File: config.mk
export PLATFORM = sky130hd
export DESIGN_NAME = xbar_top
export DESIGN_NICKNAME = d
export VERILOG_FILES = /design/src/design/xbar_pkg.sv /design/src/design/xbar_addr_decode.sv /design/src/design/xbar_decerr_resp.sv /design/src/design/xbar_demux.sv /design/src/design/xbar_mux.sv /design/src/design/xbar_top.sv
export VERILOG_INCLUDE_DIRS = /design/src /design/src/include
export SDC_FILE = /design/constraint.sdc
export NUM_CORES = 1
export LEC_CHECK = 0
export ABC_AREA = 1
export BUFFER_PORTS_ARGS = -buffer_cell sky130_fd_sc_hd__buf_4
export CELL_PAD_IN_SITES_DETAIL_PLACEMENT = 1
export CELL_PAD_IN_SITES_GLOBAL_PLACEMENT = 1
export CORE_MARGIN = 2
export CORE_UTILIZATION = 38
export DETAILED_ROUTE_END_ITERATION = 12
export PLACE_DENSITY_LB_ADDON = 0.1
export REMOVE_ABC_BUFFERS = 1
export SLEW_MARGIN = 20
export SYNTH_ARGS = -nofsm -noshare
export SYNTH_HDL_FRONTEND = slang
export SYNTH_SLANG_ARGS = --single-unit
File: constraint.sdc
create_clock -name clk_i -period 3.1 [get_ports clk_i]
set_input_delay 0.155 -clock clk_i [delete_from_list [all_inputs] [get_ports clk_i]]
set_output_delay 0.155 -clock clk_i [all_outputs]
set_load 0.03 [all_outputs]
File: src/include/xbar_params.svh
// Crossbar sizes, field widths and credit depths
// Fixed address map of the two targets
`ifndef XBAR_PARAMS_SVH
`define XBAR_PARAMS_SVH

`define XBAR_N_INIT 2
`define XBAR_N_TGT 2

`define XBAR_ADDR_W 16
`define XBAR_DATA_W 32
`define XBAR_ID_W 2
`define XBAR_TGT_ID_W (`XBAR_ID_W + 1)  // Top bit carries the initiator index

`define XBAR_REQ_DEPTH 2    // Also the initiator's starting credit
`define XBAR_TGT_CREDITS 2
`define XBAR_MAX_OUTST 3

// Target 0 and target 1, everything else is a decode error
`define XBAR_T0_BASE 16'h0000
`define XBAR_T1_BASE 16'h1000
`define XBAR_TGT_SIZE 16'h1000

`endif

File: src/design/xbar_pkg.sv
// Request and response structs for both sides of the crossbar
// Payload union with read data and error views, route index type
`include "xbar_params.svh"

package xbar_pkg;

  // Initiator-side request, single beat read or write
  typedef struct packed {
    logic                    we;
    logic [`XBAR_ADDR_W-1:0] addr;
    logic [`XBAR_DATA_W-1:0] wdata;
    logic [`XBAR_ID_W-1:0]   id;
  } xbar_req_t;

  // Target-side request with the widened ID
  typedef struct packed {
    logic                      we;
    logic [`XBAR_ADDR_W-1:0]   addr;
    logic [`XBAR_DATA_W-1:0]   wdata;
    logic [`XBAR_TGT_ID_W-1:0] id;
  } xbar_tgt_req_t;

  // Response word, decoded by the error flag
  typedef union packed {
    logic [`XBAR_DATA_W-1:0] rdata;
    struct packed {
      logic [7:0]              pad;   // Always zero
      logic [7:0]              code;
      logic [`XBAR_ADDR_W-1:0] addr;  // Failing address
    } err;
  } xbar_payload_u;

  typedef struct packed {
    logic                  err;
    xbar_payload_u         payload;
    logic [`XBAR_ID_W-1:0] id;
  } xbar_rsp_t;

  typedef struct packed {
    logic                      err;
    xbar_payload_u             payload;
    logic [`XBAR_TGT_ID_W-1:0] id;
  } xbar_tgt_rsp_t;

  // Targets are 0 and 1, the error responder is 2
  typedef logic [1:0] xbar_sel_t;

  localparam logic [7:0] XBAR_ERR_DECODE = 8'hDE;

endpackage

File: src/design/xbar_addr_decode.sv
// Address decoder for the fixed two-target map
// Unmapped addresses select the error responder route
`timescale 1ns/1ps
`include "xbar_params.svh"

module xbar_addr_decode (
  input  logic [`XBAR_ADDR_W-1:0] addr_i,
  output xbar_pkg::xbar_sel_t     sel_o
);
  import xbar_pkg::*;

  logic [`XBAR_ADDR_W-1:0] off0;
  logic [`XBAR_ADDR_W-1:0] off1;

  // Offsets wrap, so one compare per range is enough
  assign off0 = addr_i - `XBAR_T0_BASE;
  assign off1 = addr_i - `XBAR_T1_BASE;

  always_comb begin
    if (off0 < `XBAR_TGT_SIZE) begin
      sel_o = xbar_sel_t'(0);
    end else if (off1 < `XBAR_TGT_SIZE) begin
      sel_o = xbar_sel_t'(1);
    end else begin
      sel_o = xbar_sel_t'(`XBAR_N_TGT);  // Decode error route
    end
  end

endmodule

File: src/design/xbar_decerr_resp.sv
// Decode-error responder, one registered error response per request
`timescale 1ns/1ps
`include "xbar_params.svh"

module xbar_decerr_resp (
  input  logic                clk_i,
  input  logic                rst_n_i,
  input  logic                req_valid_i,
  input  xbar_pkg::xbar_req_t req_i,
  output logic                rsp_valid_o,
  output xbar_pkg::xbar_rsp_t rsp_o
);
  import xbar_pkg::*;

  logic      rsp_valid_q;
  xbar_rsp_t rsp_d;
  xbar_rsp_t rsp_q;

  always_comb begin
    rsp_d                  = '0;
    rsp_d.err              = 1'b1;
    rsp_d.payload.err.code = XBAR_ERR_DECODE;
    rsp_d.payload.err.addr = req_i.addr;  // Report where it failed
    rsp_d.id               = req_i.id;
  end

  always_ff @(posedge clk_i) begin
    if (req_valid_i) begin
      rsp_q <= rsp_d;
    end
  end

  always_ff @(posedge clk_i) begin
    if (!rst_n_i) begin
      rsp_valid_q <= 1'b0;
    end else begin
      rsp_valid_q <= req_valid_i;
    end
  end

  assign rsp_valid_o = rsp_valid_q;
  assign rsp_o       = rsp_q;

endmodule

File: src/design/xbar_demux.sv
// Per-initiator request FIFO with credit return to the initiator
// Routes the FIFO head to a target mux or the error responder
// Locks the route while requests are outstanding and picks responses
`timescale 1ns/1ps
`include "xbar_params.svh"

module xbar_demux (
  input  logic                                      clk_i,
  input  logic                                      rst_n_i,
  input  logic                                      req_valid_i,
  input  xbar_pkg::xbar_req_t                       req_i,
  output logic                                      req_credit_o,
  output logic                                      rsp_valid_o,
  output xbar_pkg::xbar_rsp_t                       rsp_o,
  output logic [`XBAR_N_TGT-1:0]                    fwd_valid_o,
  output xbar_pkg::xbar_req_t                       fwd_req_o,
  input  logic [`XBAR_N_TGT-1:0]                    fwd_grant_i,
  output logic                                      err_valid_o,
  input  logic [`XBAR_N_TGT:0]                      ret_valid_i,
  input  xbar_pkg::xbar_rsp_t [`XBAR_N_TGT:0]       ret_rsp_i
);
  import xbar_pkg::*;

  localparam int ptr_w = $clog2(`XBAR_REQ_DEPTH);
  localparam int cnt_w = $clog2(`XBAR_REQ_DEPTH + 1);
  localparam int outst_w = $clog2(`XBAR_MAX_OUTST + 1);

  xbar_req_t [`XBAR_REQ_DEPTH-1:0] fifo_mem;
  logic [ptr_w-1:0]                wr_ptr_q;
  logic [ptr_w-1:0]                rd_ptr_q;
  logic [cnt_w-1:0]                count_q;
  logic [outst_w-1:0]              outst_q;
  xbar_sel_t                       lock_sel_q;
  logic                            credit_q;
  xbar_sel_t                       head_sel;
  logic                            can_issue;
  logic                            pop;

  assign fwd_req_o = fifo_mem[rd_ptr_q];

  xbar_addr_decode u_decode (
    .addr_i (fwd_req_o.addr),
    .sel_o  (head_sel)
  );

  // Only follow the locked route while anything is in flight
  assign can_issue = (count_q != '0) && (outst_q != outst_w'(`XBAR_MAX_OUTST)) &&
                     ((outst_q == '0) || (head_sel == lock_sel_q));

  always_comb begin
    fwd_valid_o = '0;
    err_valid_o = 1'b0;
    pop         = 1'b0;
    if (head_sel == xbar_sel_t'(`XBAR_N_TGT)) begin
      err_valid_o = can_issue;
      pop         = can_issue;  // Error responder never stalls
    end else begin
      fwd_valid_o[head_sel[0]] = can_issue;
      pop = can_issue && fwd_grant_i[head_sel[0]];
    end
  end

  // Responses only come from the locked source
  assign rsp_valid_o  = ret_valid_i[lock_sel_q];
  assign rsp_o        = ret_rsp_i[lock_sel_q];
  assign req_credit_o = credit_q;

  always_ff @(posedge clk_i) begin
    if (req_valid_i) begin
      fifo_mem[wr_ptr_q] <= req_i;
    end
  end

  always_ff @(posedge clk_i) begin
    if (!rst_n_i) begin
      wr_ptr_q   <= '0;
      rd_ptr_q   <= '0;
      count_q    <= '0;
      outst_q    <= '0;
      lock_sel_q <= '0;
      credit_q   <= 1'b0;
    end else begin
      credit_q <= pop;  // One credit back per pop
      if (req_valid_i) begin
        wr_ptr_q <= (wr_ptr_q == ptr_w'(`XBAR_REQ_DEPTH - 1)) ? '0 : wr_ptr_q + 1'b1;
      end
      if (pop) begin
        rd_ptr_q   <= (rd_ptr_q == ptr_w'(`XBAR_REQ_DEPTH - 1)) ? '0 : rd_ptr_q + 1'b1;
        lock_sel_q <= head_sel;
      end
      if (req_valid_i && !pop) begin
        count_q <= count_q + 1'b1;
      end else if (!req_valid_i && pop) begin
        count_q <= count_q - 1'b1;
      end
      if (pop && !rsp_valid_o) begin
        outst_q <= outst_q + 1'b1;
      end else if (!pop && rsp_valid_o) begin
        outst_q <= outst_q - 1'b1;
      end
    end
  end

endmodule

File: src/design/xbar_mux.sv
// Per-target round-robin arbiter and target credit counter
// Adds the initiator index as top ID bit and routes responses back
`timescale 1ns/1ps
`include "xbar_params.svh"

module xbar_mux (
  input  logic                                   clk_i,
  input  logic                                   rst_n_i,
  input  logic [`XBAR_N_INIT-1:0]                req_valid_i,
  input  xbar_pkg::xbar_req_t [`XBAR_N_INIT-1:0] req_i,
  output logic [`XBAR_N_INIT-1:0]                grant_o,
  output logic [`XBAR_N_INIT-1:0]                rsp_valid_o,
  output xbar_pkg::xbar_rsp_t                    rsp_o,
  output logic                                   tgt_req_valid_o,
  output xbar_pkg::xbar_tgt_req_t                tgt_req_o,
  input  logic                                   tgt_req_credit_i,
  input  logic                                   tgt_rsp_valid_i,
  input  xbar_pkg::xbar_tgt_rsp_t                tgt_rsp_i
);
  import xbar_pkg::*;

  localparam int idx_w = `XBAR_TGT_ID_W - `XBAR_ID_W;
  localparam int crd_w = $clog2(`XBAR_TGT_CREDITS + 1);

  logic [idx_w-1:0] prio_q;    // Initiator with highest priority
  logic [idx_w-1:0] cand;
  logic [idx_w-1:0] gnt_idx;
  logic             gnt_any;
  logic [crd_w-1:0] credit_q;
  logic             valid_q;
  xbar_tgt_req_t    tgt_req_q;
  logic [idx_w-1:0] rsp_src;

  always_comb begin
    grant_o = '0;
    gnt_any = 1'b0;
    gnt_idx = prio_q;
    cand    = prio_q;
    // Walk from the priority pointer, first valid request wins
    for (int k = 0; k < `XBAR_N_INIT; k++) begin
      cand = idx_w'((int'(prio_q) + k) % `XBAR_N_INIT);
      if (!gnt_any && req_valid_i[cand] && (credit_q != '0)) begin
        gnt_any = 1'b1;
        gnt_idx = cand;
      end
    end
    if (gnt_any) begin
      grant_o[gnt_idx] = 1'b1;
    end
  end

  always_ff @(posedge clk_i) begin
    if (gnt_any) begin
      tgt_req_q.we    <= req_i[gnt_idx].we;
      tgt_req_q.addr  <= req_i[gnt_idx].addr;
      tgt_req_q.wdata <= req_i[gnt_idx].wdata;
      tgt_req_q.id    <= {gnt_idx, req_i[gnt_idx].id};  // Widened ID
    end
  end

  always_ff @(posedge clk_i) begin
    if (!rst_n_i) begin
      prio_q   <= '0;
      valid_q  <= 1'b0;
      credit_q <= crd_w'(`XBAR_TGT_CREDITS);
    end else begin
      valid_q <= gnt_any;
      if (gnt_any) begin
        prio_q <= idx_w'((int'(gnt_idx) + 1) % `XBAR_N_INIT);
      end
      if (gnt_any && !tgt_req_credit_i) begin
        credit_q <= credit_q - 1'b1;
      end else if (!gnt_any && tgt_req_credit_i) begin
        credit_q <= credit_q + 1'b1;
      end
    end
  end

  assign tgt_req_valid_o = valid_q;
  assign tgt_req_o       = tgt_req_q;

  // Response goes back to the initiator named by the top ID bit
  assign rsp_src = tgt_rsp_i.id[`XBAR_TGT_ID_W-1 -: idx_w];

  always_comb begin
    rsp_valid_o = '0;
    rsp_valid_o[rsp_src] = tgt_rsp_valid_i;
  end

  assign rsp_o.err     = tgt_rsp_i.err;
  assign rsp_o.payload = tgt_rsp_i.payload;
  assign rsp_o.id      = tgt_rsp_i.id[`XBAR_ID_W-1:0];  // Strip the index

endmodule

File: src/design/xbar_top.sv
// Two-by-two crossbar top level
// Demuxes and error responders per initiator, muxes per target, crossing wires
`timescale 1ns/1ps
`include "xbar_params.svh"

module xbar_top (
  input  logic                                      clk_i,
  input  logic                                      rst_n_i,
  input  logic [`XBAR_N_INIT-1:0]                   init_req_valid_i,
  input  xbar_pkg::xbar_req_t [`XBAR_N_INIT-1:0]    init_req_i,
  output logic [`XBAR_N_INIT-1:0]                   init_req_credit_o,
  output logic [`XBAR_N_INIT-1:0]                   init_rsp_valid_o,
  output xbar_pkg::xbar_rsp_t [`XBAR_N_INIT-1:0]    init_rsp_o,
  output logic [`XBAR_N_TGT-1:0]                    tgt_req_valid_o,
  output xbar_pkg::xbar_tgt_req_t [`XBAR_N_TGT-1:0] tgt_req_o,
  input  logic [`XBAR_N_TGT-1:0]                    tgt_req_credit_i,
  input  logic [`XBAR_N_TGT-1:0]                    tgt_rsp_valid_i,
  input  xbar_pkg::xbar_tgt_rsp_t [`XBAR_N_TGT-1:0] tgt_rsp_i
);
  import xbar_pkg::*;

  // Demux side, indexed [initiator][route]
  logic [`XBAR_N_INIT-1:0][`XBAR_N_TGT-1:0]    dmx_fwd_valid;
  logic [`XBAR_N_INIT-1:0][`XBAR_N_TGT-1:0]    dmx_grant;
  xbar_req_t [`XBAR_N_INIT-1:0]                dmx_fwd_req;
  logic [`XBAR_N_INIT-1:0]                     dmx_err_valid;
  logic [`XBAR_N_INIT-1:0][`XBAR_N_TGT:0]      dmx_ret_valid;
  xbar_rsp_t [`XBAR_N_INIT-1:0][`XBAR_N_TGT:0] dmx_ret_rsp;

  // Mux side, indexed [target][initiator]
  logic [`XBAR_N_TGT-1:0][`XBAR_N_INIT-1:0]    mux_req_valid;
  logic [`XBAR_N_TGT-1:0][`XBAR_N_INIT-1:0]    mux_grant;
  logic [`XBAR_N_TGT-1:0][`XBAR_N_INIT-1:0]    mux_rsp_valid;
  xbar_rsp_t [`XBAR_N_TGT-1:0]                 mux_rsp;

  for (genvar i = 0; i < `XBAR_N_INIT; i++) begin : gen_init
    xbar_demux u_demux (
      .clk_i        (clk_i),
      .rst_n_i      (rst_n_i),
      .req_valid_i  (init_req_valid_i[i]),
      .req_i        (init_req_i[i]),
      .req_credit_o (init_req_credit_o[i]),
      .rsp_valid_o  (init_rsp_valid_o[i]),
      .rsp_o        (init_rsp_o[i]),
      .fwd_valid_o  (dmx_fwd_valid[i]),
      .fwd_req_o    (dmx_fwd_req[i]),
      .fwd_grant_i  (dmx_grant[i]),
      .err_valid_o  (dmx_err_valid[i]),
      .ret_valid_i  (dmx_ret_valid[i]),
      .ret_rsp_i    (dmx_ret_rsp[i])
    );

    xbar_decerr_resp u_decerr (
      .clk_i       (clk_i),
      .rst_n_i     (rst_n_i),
      .req_valid_i (dmx_err_valid[i]),
      .req_i       (dmx_fwd_req[i]),
      .rsp_valid_o (dmx_ret_valid[i][`XBAR_N_TGT]),  // Last route is the error path
      .rsp_o       (dmx_ret_rsp[i][`XBAR_N_TGT])
    );

    for (genvar t = 0; t < `XBAR_N_TGT; t++) begin : gen_cross
      assign mux_req_valid[t][i] = dmx_fwd_valid[i][t];
      assign dmx_grant[i][t]     = mux_grant[t][i];
      assign dmx_ret_valid[i][t] = mux_rsp_valid[t][i];
      assign dmx_ret_rsp[i][t]   = mux_rsp[t];
    end
  end

  for (genvar t = 0; t < `XBAR_N_TGT; t++) begin : gen_tgt
    xbar_mux u_mux (
      .clk_i            (clk_i),
      .rst_n_i          (rst_n_i),
      .req_valid_i      (mux_req_valid[t]),
      .req_i            (dmx_fwd_req),
      .grant_o          (mux_grant[t]),
      .rsp_valid_o      (mux_rsp_valid[t]),
      .rsp_o            (mux_rsp[t]),
      .tgt_req_valid_o  (tgt_req_valid_o[t]),
      .tgt_req_o        (tgt_req_o[t]),
      .tgt_req_credit_i (tgt_req_credit_i[t]),
      .tgt_rsp_valid_i  (tgt_rsp_valid_i[t]),
      .tgt_rsp_i        (tgt_rsp_i[t])
    );
  end

endmodule

==> results of run 1 <==
[routing by layer]
metal  global-route usage (%)  vias to the layer above  part of all wire [%]  wire length, um
li1                         -                     5717                     -                -
met1                     28.1                     5887                    41            20600
met2                     41.0                      355                    51            25500
met3                     4.49                       92                   5.2             2610
met4                     8.22                        4                   3.1             1540
met5                        0                        -                 0.042               21
[cells in the mapped netlist]
cell	instances	area share (%)
sky130_fd_sc_hd__buf_1	8	0.19
sky130_fd_sc_hd__buf_6	9	0.64
sky130_fd_sc_hd__o211ai_2	2	0.16
sky130_fd_sc_hd__clkinv_1	3	0.071
sky130_fd_sc_hd__o21a_1	2	0.095
sky130_fd_sc_hd__nand4_1	1	0.040
sky130_fd_sc_hd__o21ai_0	63	2.0
sky130_fd_sc_hd__nand3_2	4	0.25
sky130_fd_sc_hd__o22ai_1	20	0.79
sky130_fd_sc_hd__a22oi_1	2	0.095
sky130_fd_sc_hd__buf_2	7	0.22
sky130_fd_sc_hd__buf_4	10	0.48
sky130_fd_sc_hd__inv_6	1	0.056
sky130_fd_sc_hd__a31oi_1	1	0.040
sky130_fd_sc_hd__o21ai_2	32	1.8
sky130_fd_sc_hd__nand3_1	11	0.35
sky130_fd_sc_hd__a21oi_1	19	0.60
sky130_fd_sc_hd__nor3_1	2	0.063
sky130_fd_sc_hd__inv_1	182	4.3
sky130_fd_sc_hd__clkbuf_1	32	0.76
sky130_fd_sc_hd__edfxtp_1	344	65
sky130_fd_sc_hd__nand2_4	1	0.071
sky130_fd_sc_hd__nand2_1	470	11
sky130_fd_sc_hd__o221ai_1	36	2.0
sky130_fd_sc_hd__a221oi_1	1	0.056
sky130_fd_sc_hd__clkbuf_2	1	0.032
sky130_fd_sc_hd__xor2_1	4	0.22
sky130_fd_sc_hd__o211ai_1	3	0.14
sky130_fd_sc_hd__nor2_4	2	0.14
sky130_fd_sc_hd__nand2_2	23	0.91
sky130_fd_sc_hd__nor2_1	32	0.76
sky130_fd_sc_hd__buf_8	1	0.095
sky130_fd_sc_hd__inv_2	6	0.14
sky130_fd_sc_hd__inv_4	1	0.040
sky130_fd_sc_hd__dfxtp_1	28	3.6
sky130_fd_sc_hd__ha_1	6	0.48
sky130_fd_sc_hd__o21ai_1	53	1.7
[critical path, stage by stage (launching register included)]
cell and delay [ns]:
sky130_fd_sc_hd__dfxtp_4 0.41, sky130_fd_sc_hd__inv_2 0.09, sky130_fd_sc_hd__nand2_2 0.07, sky130_fd_sc_hd__nand2_2 0.08
sky130_fd_sc_hd__nor2_4 0.17, sky130_fd_sc_hd__nand3_1 0.09, sky130_fd_sc_hd__nand2_1 0.07, sky130_fd_sc_hd__nand2_1 0.07
sky130_fd_sc_hd__nand2_2 0.09, sky130_fd_sc_hd__nand3_2 0.10, sky130_fd_sc_hd__o211ai_1 0.36, sky130_fd_sc_hd__nand3_1 0.14
sky130_fd_sc_hd__nand2_2 0.16, sky130_fd_sc_hd__inv_1 0.06, sky130_fd_sc_hd__ha_1 0.32, sky130_fd_sc_hd__a21oi_1 0.12
sky130_fd_sc_hd__o21ai_0 0.12, sky130_fd_sc_hd__o21ai_1 0.13, sky130_fd_sc_hd__a21oi_1 0.06
[registers in the layout (all words and copies together), names as in the netlist, 4 cells and up]
| register | count |
|---|---|
| gen_init.u_decerr.rsp_o | 36 |
| gen_init.u_demux.lock_sel_q | 4 |
| gen_tgt.u_mux.tgt_req_o | 104 |
| gen_init.u_demux.outst_q | 4 |
| gen_tgt.u_mux.credit_q | 4 |
| gen_init.u_demux.count_q | 4 |
| gen_init.u_demux.fifo_mem | 204 |
[final cells by class]
cell class                 count  area, um2
tap                          532        666
inverter                     193        743
fill                        4489      19500
sequential                   372      10900
multi-input combinational    790       3800
clock buffer                  57       1140
clock inverter                16       97.6
antenna                        3       7.51
timing repair buffer         494       4020
[worst max-delay path by stage]
stage                                 start                        endpoint  cells past startpoint
2_1_floorplan  gen_init[0].u_demux.rd_ptr_q    gen_tgt[1].u_mux.credit_q[1]                     18
3_3_place_gp   gen_init[1].u_demux.rd_ptr_q  gen_init[0].u_demux.outst_q[1]                     18
3_5_place_dp   gen_init[0].u_demux.rd_ptr_q  gen_init[1].u_demux.outst_q[1]                     19
4_1_cts        gen_init[0].u_demux.rd_ptr_q  gen_init[1].u_demux.outst_q[1]                     19
5_1_grt        gen_init[0].u_demux.rd_ptr_q  gen_init[1].u_demux.outst_q[1]                     19
6_report       gen_init[1].u_demux.rd_ptr_q  gen_init[0].u_demux.outst_q[1]                     18
[where the power goes]
part           internal (mW)  leakage, nW  switching, mW  total, mW
clock                   2.64        0.596           1.93       4.57
combinational           1.91         5.11           4.18       6.10
sequential              6.48         3.43          0.284       6.77
[cell families after synthesis]
| group | after synthesis |
|---|---|
| flops | 372 |
| fa+ha+maj | 6 |
| simple gates | 546 |
| compound gates | 234 |
| xor+xnor | 4 |
| buf+inv | 261 |
[per-stage QoR]
step / area (um2) / power, mW / setup TNS [ns] / hold slack [ns] / utilization, %
floorplan: 15400 / 10.4 / -192.96 / 0.254 / -
global placement: 19100 / 12.7 / 0 / 0.340 / 46.6
detailed placement: 19100 / 12.9 / 0 / 0.343 / 46.6
CTS: 21300 / 17.6 / 0 / 0.0823 / 52.2
global route: 21400 / 18.3 / 0 / 0.192 / 52.2
finish: 21400 / 17.4 / 0 / 0.111 / 52.2
[what timing repair did]
| action | CTS | global route |
|---|---|---|
| buffers inserted | 0 | 1 |
| pin swaps | 0 | 2 |
| endpoints found under the setup margin | 25 | 5 |
| resized for setup | 1 | 10 |
| hold endpoints to repair | 217 | 0 |
| hold buffers | 105 | 0 |
==> implementation parameters, run 1 <==
Parameter                              Value

Placement
  Detail Placement HPWL ... 33.6 mm
  Port bufs ... 361
  Final weighted congestion in routability-driven placement ... 0.824
  Post-Place Setup Slack ... 0.0959 ns
  Placed cells ... 2275

Global routing
  Overflow left after global routing ... 0
  Total global routing track utilization ... 23.1%
  Largest net degree at the start of global routing ... 54
  First-pass GRT wire length ... 76.2 mm
  Via count of the first global-routing pass ... 13000
  Antenna violations before repair ... 5

Critical path
  Beginning of the worst register-to-register path ... gen_init[1].u_demux.rd_ptr_q
  FF-to-FF path depth ... 18
  Required time worst endpoint ... 3.53 ns
  CP startpoint kind ... flip-flop
  Largest fanout on the critical path ... 9
  Startpoint-to-endpoint class of the critical path ... reg2reg
  Register-to-register setup slack ... 0.26 ns
  Arrival time reported for the critical path endpoint ... 3.27 ns
  Setup crit end kind ... flip-flop
  RR Endpoint ... gen_init[0].u_demux.outst_q[1]

Timing
  Slew margin rel. ... 51.3%
  Max-slew violation count ... 0
  # setup viols final ... 0
  Ratio of final minimum period to clock period ... 91.5%
  Worst-Margin Slew ... 0.731 ns
  Setup ws final ... 0.263 ns
  Highest attainable clock frequency ... 353 MHz
  Setup repair after global routing missed its margin ... no
  Final Hold Fails ... 0
  Post-layout min period ... 2.84 ns
  Clock tree skew after final layout ... 0.0180 ns

Logic synthesis
  Number of warnings issued by yosys ... 0
  Share of the synthesized area in compound gates (AO/OA/AOI/OAI) ... 9.44%
  Cells after Synth ... 1423
  Proportion of synthesized area in mux cells ... 0%
  Seq/Total Area, Yosys ... 69.0%
  Synth Area per Inst ... 11.1 um2
  Adder and majority gate portion of the synthesized area ... 0.476%
  Share of the synthesized netlist area taken by xor and xnor gates ... 0.222%
  Flops & latches, synth ... 372
  Cell variety after synth ... 37
  Dominant combinational cell family by area after synthesis ... simple AND/OR/NAND/NOR gates
  Simple-gate area share of the yosys netlist ... 13.8%
  Post-Syn Area ... 15800 um2

Min path
  Start point of the worst min-delay path ... tgt_req_credit_i[0]
  Hold Crit Class ... in2reg
  Number of cells traversed by the worst hold path ... 5
  Hold worst-path end ... gen_tgt[0].u_mux.credit_q[0]

Clocking
  CTS clock-pin slew for the worst setup and hold paths ... 0.06 ns
  Bufs on Longest Clock Path ... 3
  Clock latency on the worst-skew pair ... 0.56 ns
  H-tree depth reported by CTS ... 2
  Clock net sink count ... 372
  TritonCTS clock tree ... done
  Root buf cell ... sky130_fd_sc_hd__clkbuf_16
  Number of clock buffers inserted by TritonCTS ... 41

Power
  Static Leakage ... 9.13 nW
  Largest voltage drop on the vdd net ... 0.434 mV
  Total power density per cell area ... 816 nW/um2

Routing
  Total wirelength of the detailed-routed design ... 50.2 mm
  Via density ... 4.91
  Drt first pass iters ... 7
  Total vias in the final route ... 12100
  Starting DRC count in detailed routing ... 666
  Detailed-route wire length per cell ... 20.4 um
  DRC violation count after routing ... 0
  Post-route ant nets ... 0

Die
  Core ar. ... 40900 um2
  Starting utilization of the core area ... 38.6%
  Floorplan row count ... 74
  Full die area ... 43200 um2
  Floorplan die height ... 208 um
  Overall die width ... 208 um
  Total I/O pin count ... 362

Finish
  Proportion of layout cells with a drive suffix above 1 ... 27.3%
  Top library cells by usage in the layout, fill and taps aside ... 470 x sky130_fd_sc_hd__nand2_1, 385 x sky130_fd_sc_hd__buf_4, 344 x sky130_fd_sc_hd__edfxtp_1
  Filler-free cell count of the finished design ... 2457
  Post-layout nets ... 2080
  Most common library cell in the layout ignoring fill and taps ... sky130_fd_sc_hd__nand2_1
  Layout overhead on the synthesized area ... 35.5%

Outcome
  Outcome ... finished clean

Run
  Count of max-cap constraint violations ... 0
(Power assumes the default switching activity.)
==> inputs of run 2 (changes only) <==
- ABC_AREA: 1 -> 0
- CORE_UTILIZATION: 38 -> 40
==> run 2 against run 1 <==
Synthesized area is 1.1% lower. Combinational power down 23%. Global-route usage decreased by 0.89 points. Register-to-register slack lost 0.10 ns. Worst hold slack better by 0.018 ns. Flip-flop and latch count is the same. Power shrank 9.8%. Clock skew rose by 0.0069 ns.
==> implementation parameters, run 2 <==
Parameter                              Value

Global routing
  Largest net degree at the start of global routing ... 53 (-1.9%)
  Antenna violations before repair ... 1 (-4)
  Via count of the first global-routing pass ... 11300 (-13%)
  Total global routing track utilization ... 22.2% (-0.89 points)
  First-pass GRT wire length ... 68.2 mm (-10%)
  Overflow left after global routing ... 0 (unchanged)

Clocking
  Clock latency on the worst-skew pair ... 0.55 ns (about the same)
  Number of gates resized after CTS ... 0 (-1)
  CTS clock-pin slew for the worst setup and hold paths ... 0.06 ns (about the same)
  TritonCTS clock tree ... done
  Bufs on Longest Clock Path ... 3 (unchanged)
  Root buf cell ... sky130_fd_sc_hd__clkbuf_16
  H-tree depth reported by CTS ... 2 (unchanged)
  Buffers inserted by post-CTS timing repair ... 0 (unchanged)
  Number of clock buffers inserted by TritonCTS ... 41 (unchanged)
  Count of hold buffers inserted by post-cts repair ... 105 (unchanged)
  Clock net sink count ... 372 (unchanged)

Routing
  Post-route ant nets ... 0 (unchanged)
  DRC violation count after routing ... 0 (unchanged)
  Starting DRC count in detailed routing ... 578 (-13%)
  Met1 wire length ... 18.1 mm (-12%)
  Top routing layer in use ... met4
  Total length of routed met2 wires ... 23.1 mm (-9.5%)
  Detailed-route wire length per cell ... 22.3 um (+9.0%)
  Drt first pass iters ... 5 (-2)
  Via density ... 5.04 (+2.6%)
  Detail Route met3 WL ... 3.14 mm (+20%)
  Total wirelength of the detailed-routed design ... 45.6 mm (-9.2%)
  Total vias in the final route ... 10300 (-15%)

Timing
  Max-slew violation count ... 0 (unchanged)
  Clock tree skew after final layout ... 0.0249 ns (+0.00694 ns)
  Post-layout min period ... 2.94 ns (+0.102 ns)
  Ratio of final minimum period to clock period ... 94.8% (+3.3 points)
  Setup repair after global routing missed its margin ... no
  Fin Setup TNS ... 0 ns (unchanged)
  Final Hold Fails ... 0 (unchanged)
  Hold slack ... 0.129 ns (+0.0183 ns)
  Slew margin rel. ... 35.9% (-15 points)
  Worst-Margin Slew ... 0.962 ns (+0.231 ns)
  Highest attainable clock frequency ... 340 MHz (-3.5%)
  # setup viols final ... 0 (unchanged)

Logic synthesis
  Ranking of synthesized cells by area ... sky130_fd_sc_hd__edfxtp_1 66%, sky130_fd_sc_hd__mux2i_1 17%, sky130_fd_sc_hd__dfxtp_1 3.6%, sky130_fd_sc_hd__o21ai_0 1.9%, sky130_fd_sc_hd__nand2_1 1.3%
  List of most frequent post-synthesis cells ... 344 x sky130_fd_sc_hd__edfxtp_1, 262 x sky130_fd_sc_hd__mux2i_1, 59 x sky130_fd_sc_hd__o21ai_0
  Synth area leader ... sky130_fd_sc_hd__edfxtp_1
  Synth Area per Inst ... 15.3 um2 (+38%)
  Adder and majority gate portion of the synthesized area ... 0.545% (+0.069 points)
  Top-count cell post-synth ... sky130_fd_sc_hd__edfxtp_1
  Proportion of synthesized area in mux cells ... 16.8% (+17 points)
  Main synth FF type ... sky130_fd_sc_hd__edfxtp_1
  Share of the synthesized area in compound gates (AO/OA/AOI/OAI) ... 4.26% (-5.2 points)
  Flops & latches, synth ... 372 (unchanged)
  Share of the synthesized netlist area taken by xor and xnor gates ... 0.786% (+0.56 points)
  Share of the synthesized area in the top cell type ... 66.2% (+0.70 points)
  Dominant combinational cell family by area after synthesis ... multiplexers
  Cells after Synth ... 1021 (-28%)
  EDFF count, synth ... 344 (unchanged)
  Simple-gate area share of the yosys netlist ... 4.63% (-9.1 points)
  Seq/Total Area, Yosys ... 69.8% (+0.74 points)
  Proportion of synthesized flip-flops having asynchronous set or reset ... 0% (unchanged)
  Number of warnings issued by yosys ... 0 (unchanged)
  Post-Syn Area ... 15600 um2 (-1.1%)
  Cell variety after synth ... 55 (+49%)

Die
  Starting utilization of the core area ... 40.5% (+1.9 points)
  Floorplan row count ... 72 (-2.7%)
  Core ar. ... 38600 um2 (-5.8%)
  Total I/O pin count ... 362 (unchanged)
  Full die area ... 40600 um2 (-5.9%)
  Overall die width ... 202 um (-3.0%)
  Floorplan die height ... 202 um (-3.0%)

Power
  Total power density per cell area ... 741 nW/um2 (-9.2%)
  Fraction of power consumed by sequential logic ... 42.0% (+3.2 points)
  Internal power component ... 10.6 mW (-4.0%)
  Psw ... 5.14 mW (-20%)
  Static Leakage ... 7.79 nW (-15%)
  Share of power burned in combinational logic ... 29.9% (-5.1 points)
  Clock Power Share ... 28.0% (+1.8 points)
  Largest voltage drop on the vdd net ... 0.478 mV (+10%)
  Switching fraction of total power ... 32.6% (-4.1 points)

Finish
  Design area ... 21200 um2 (-0.64%)
  Layout overhead on the synthesized area ... 36.1%
  Proportion of layout cells with a drive suffix above 1 ... 30.8% (+3.5 points)
  Fill cells ... 3899 (-13%)
  Register bank with the most flops ... gen_init.u_demux.fifo_mem
  Filler-free cell count of the finished design ... 2047 (-17%)
  Share of the core filled with cells ... 55.1% (+2.9 points)
  Flip-flop count of the largest register, all copies and words added ... 204 (unchanged)
  Most common library cell in the layout ignoring fill and taps ... sky130_fd_sc_hd__buf_4
  Post-layout nets ... 1689 (-19%)
  Top library cells by usage in the layout, fill and taps aside ... 384 x sky130_fd_sc_hd__buf_4, 344 x sky130_fd_sc_hd__edfxtp_1, 262 x sky130_fd_sc_hd__mux2i_1

Outcome
  Outcome ... finished clean

Placement
  Placed Instance Area ... 19000 um2 (-0.34%)
  Placed cells ... 1871 (-18%)
  Final weighted congestion in routability-driven placement ... 0.834 (+1.2%)
  Detail Placement HPWL ... 29.1 mm (-13%)
  Port bufs ... 361 (unchanged)

Min path
  Hold Crit Class ... in2reg

Critical path
  Arrival time reported for the critical path endpoint ... 3.42 ns (+0.15 ns)
  Largest fanout on the critical path ... 9 (unchanged)
  Required time worst endpoint ... 3.58 ns (+0.05 ns)
  Startpoint-to-endpoint class of the critical path ... reg2reg
  Setup crit end kind ... flip-flop
  CP startpoint kind ... flip-flop

Run
  Count of max-cap constraint violations ... 0 (unchanged)
## run 2: cell count changes after synthesis, sizes merged, moves of 18 or more
cell and change:
mux2i +262, o22ai -18, inv -144, o221ai -36, o21ai -84, nor2 +20
nand2 -439
## run 2: worst paths after layout
path	from	end	slack (ns)	depth (start not counted)
setup reg to reg	gen_init[0].u_demux.fifo_mem[100]	gen_init[0].u_demux.count_q[1]	0.16	9
hold reg to reg	gen_tgt[0].u_mux.credit_q[1]	gen_tgt[0].u_mux.credit_q[1]	0.52	2
setup / recovery	gen_init[0].u_demux.fifo_mem[100]	gen_init[0].u_demux.count_q[1]	0.16	9
hold / removal	tgt_req_credit_i[0]	gen_tgt[0].u_mux.credit_q[0]	0.13	5
## run 2: metrics by stage
| step | power (mW) | setup slack (ns) |
|---|---|---|
| after floorplan | 9.59 | -4.40 |
| after global placement | 11.3 | 0.209 |
| after detailed placement | 11.4 | 0.145 |
| after CTS | 15.9 | 0.154 |
| after global routing | 16.5 | 0.0436 |
| final | 15.7 | 0.161 |
## run 2: cell type report
| class | instances | area (um2) | area share [%] |
|---|---|---|---|
| tap | 518 | 648 | 3.05 |
| clock buffer | 52 | 1090 | 5.12 |
| multi-input combinational | 546 | 4300 | 20.2 |
| sequential | 372 | 10900 | 51.3 |
| clock inverter | 18 | 109 | 0.512 |
| antenna | 1 | 2.50 | 0.0118 |
| timing repair buffer | 493 | 4010 | 18.9 |
| inverter | 47 | 176 | 0.831 |
## run 2: kinds of logic after synthesis
logic type | after synthesis
xor+xnor | 14
fa+ha+maj | 7
simple gates | 155
mux | 262
flops | 372
compound gates | 108
buf+inv | 103
## run 2: worst max-delay path, stage by stage, from the launching register on
cell and delay [ns]:
sky130_fd_sc_hd__edfxtp_1 0.38, sky130_fd_sc_hd__or4b_1 0.62, sky130_fd_sc_hd__nand2_4 0.17, sky130_fd_sc_hd__o2111ai_4 0.21
sky130_fd_sc_hd__nand3b_1 0.30, sky130_fd_sc_hd__a31oi_2 0.30, sky130_fd_sc_hd__inv_1 0.08, sky130_fd_sc_hd__ha_1 0.32
sky130_fd_sc_hd__or3_1 0.36, sky130_fd_sc_hd__a21oi_1 0.14
## run 2: power by group through the flow
| stage | Combinational (mW) | Sequential [mW] | Clock [mW] |
|---|---|---|---|
| 2_1_floorplan | 2.46 | 7.13 | 0 |
| 3_3_place_gp | 4.57 | 6.70 | 0 |
| 3_5_place_dp | 4.65 | 6.71 | 0 |
| 4_1_cts | 4.77 | 6.62 | 4.52 |
| 5_1_grt | 5.07 | 6.67 | 4.71 |
| 6_report | 4.71 | 6.61 | 4.41 |
## run 2: routing by layer
layer  up-vias  GRT usage (%)
li1       4762              -
met1      5101           26.0
met2       372           39.7
met3        72           5.49
met4         0           7.90
met5         -              0
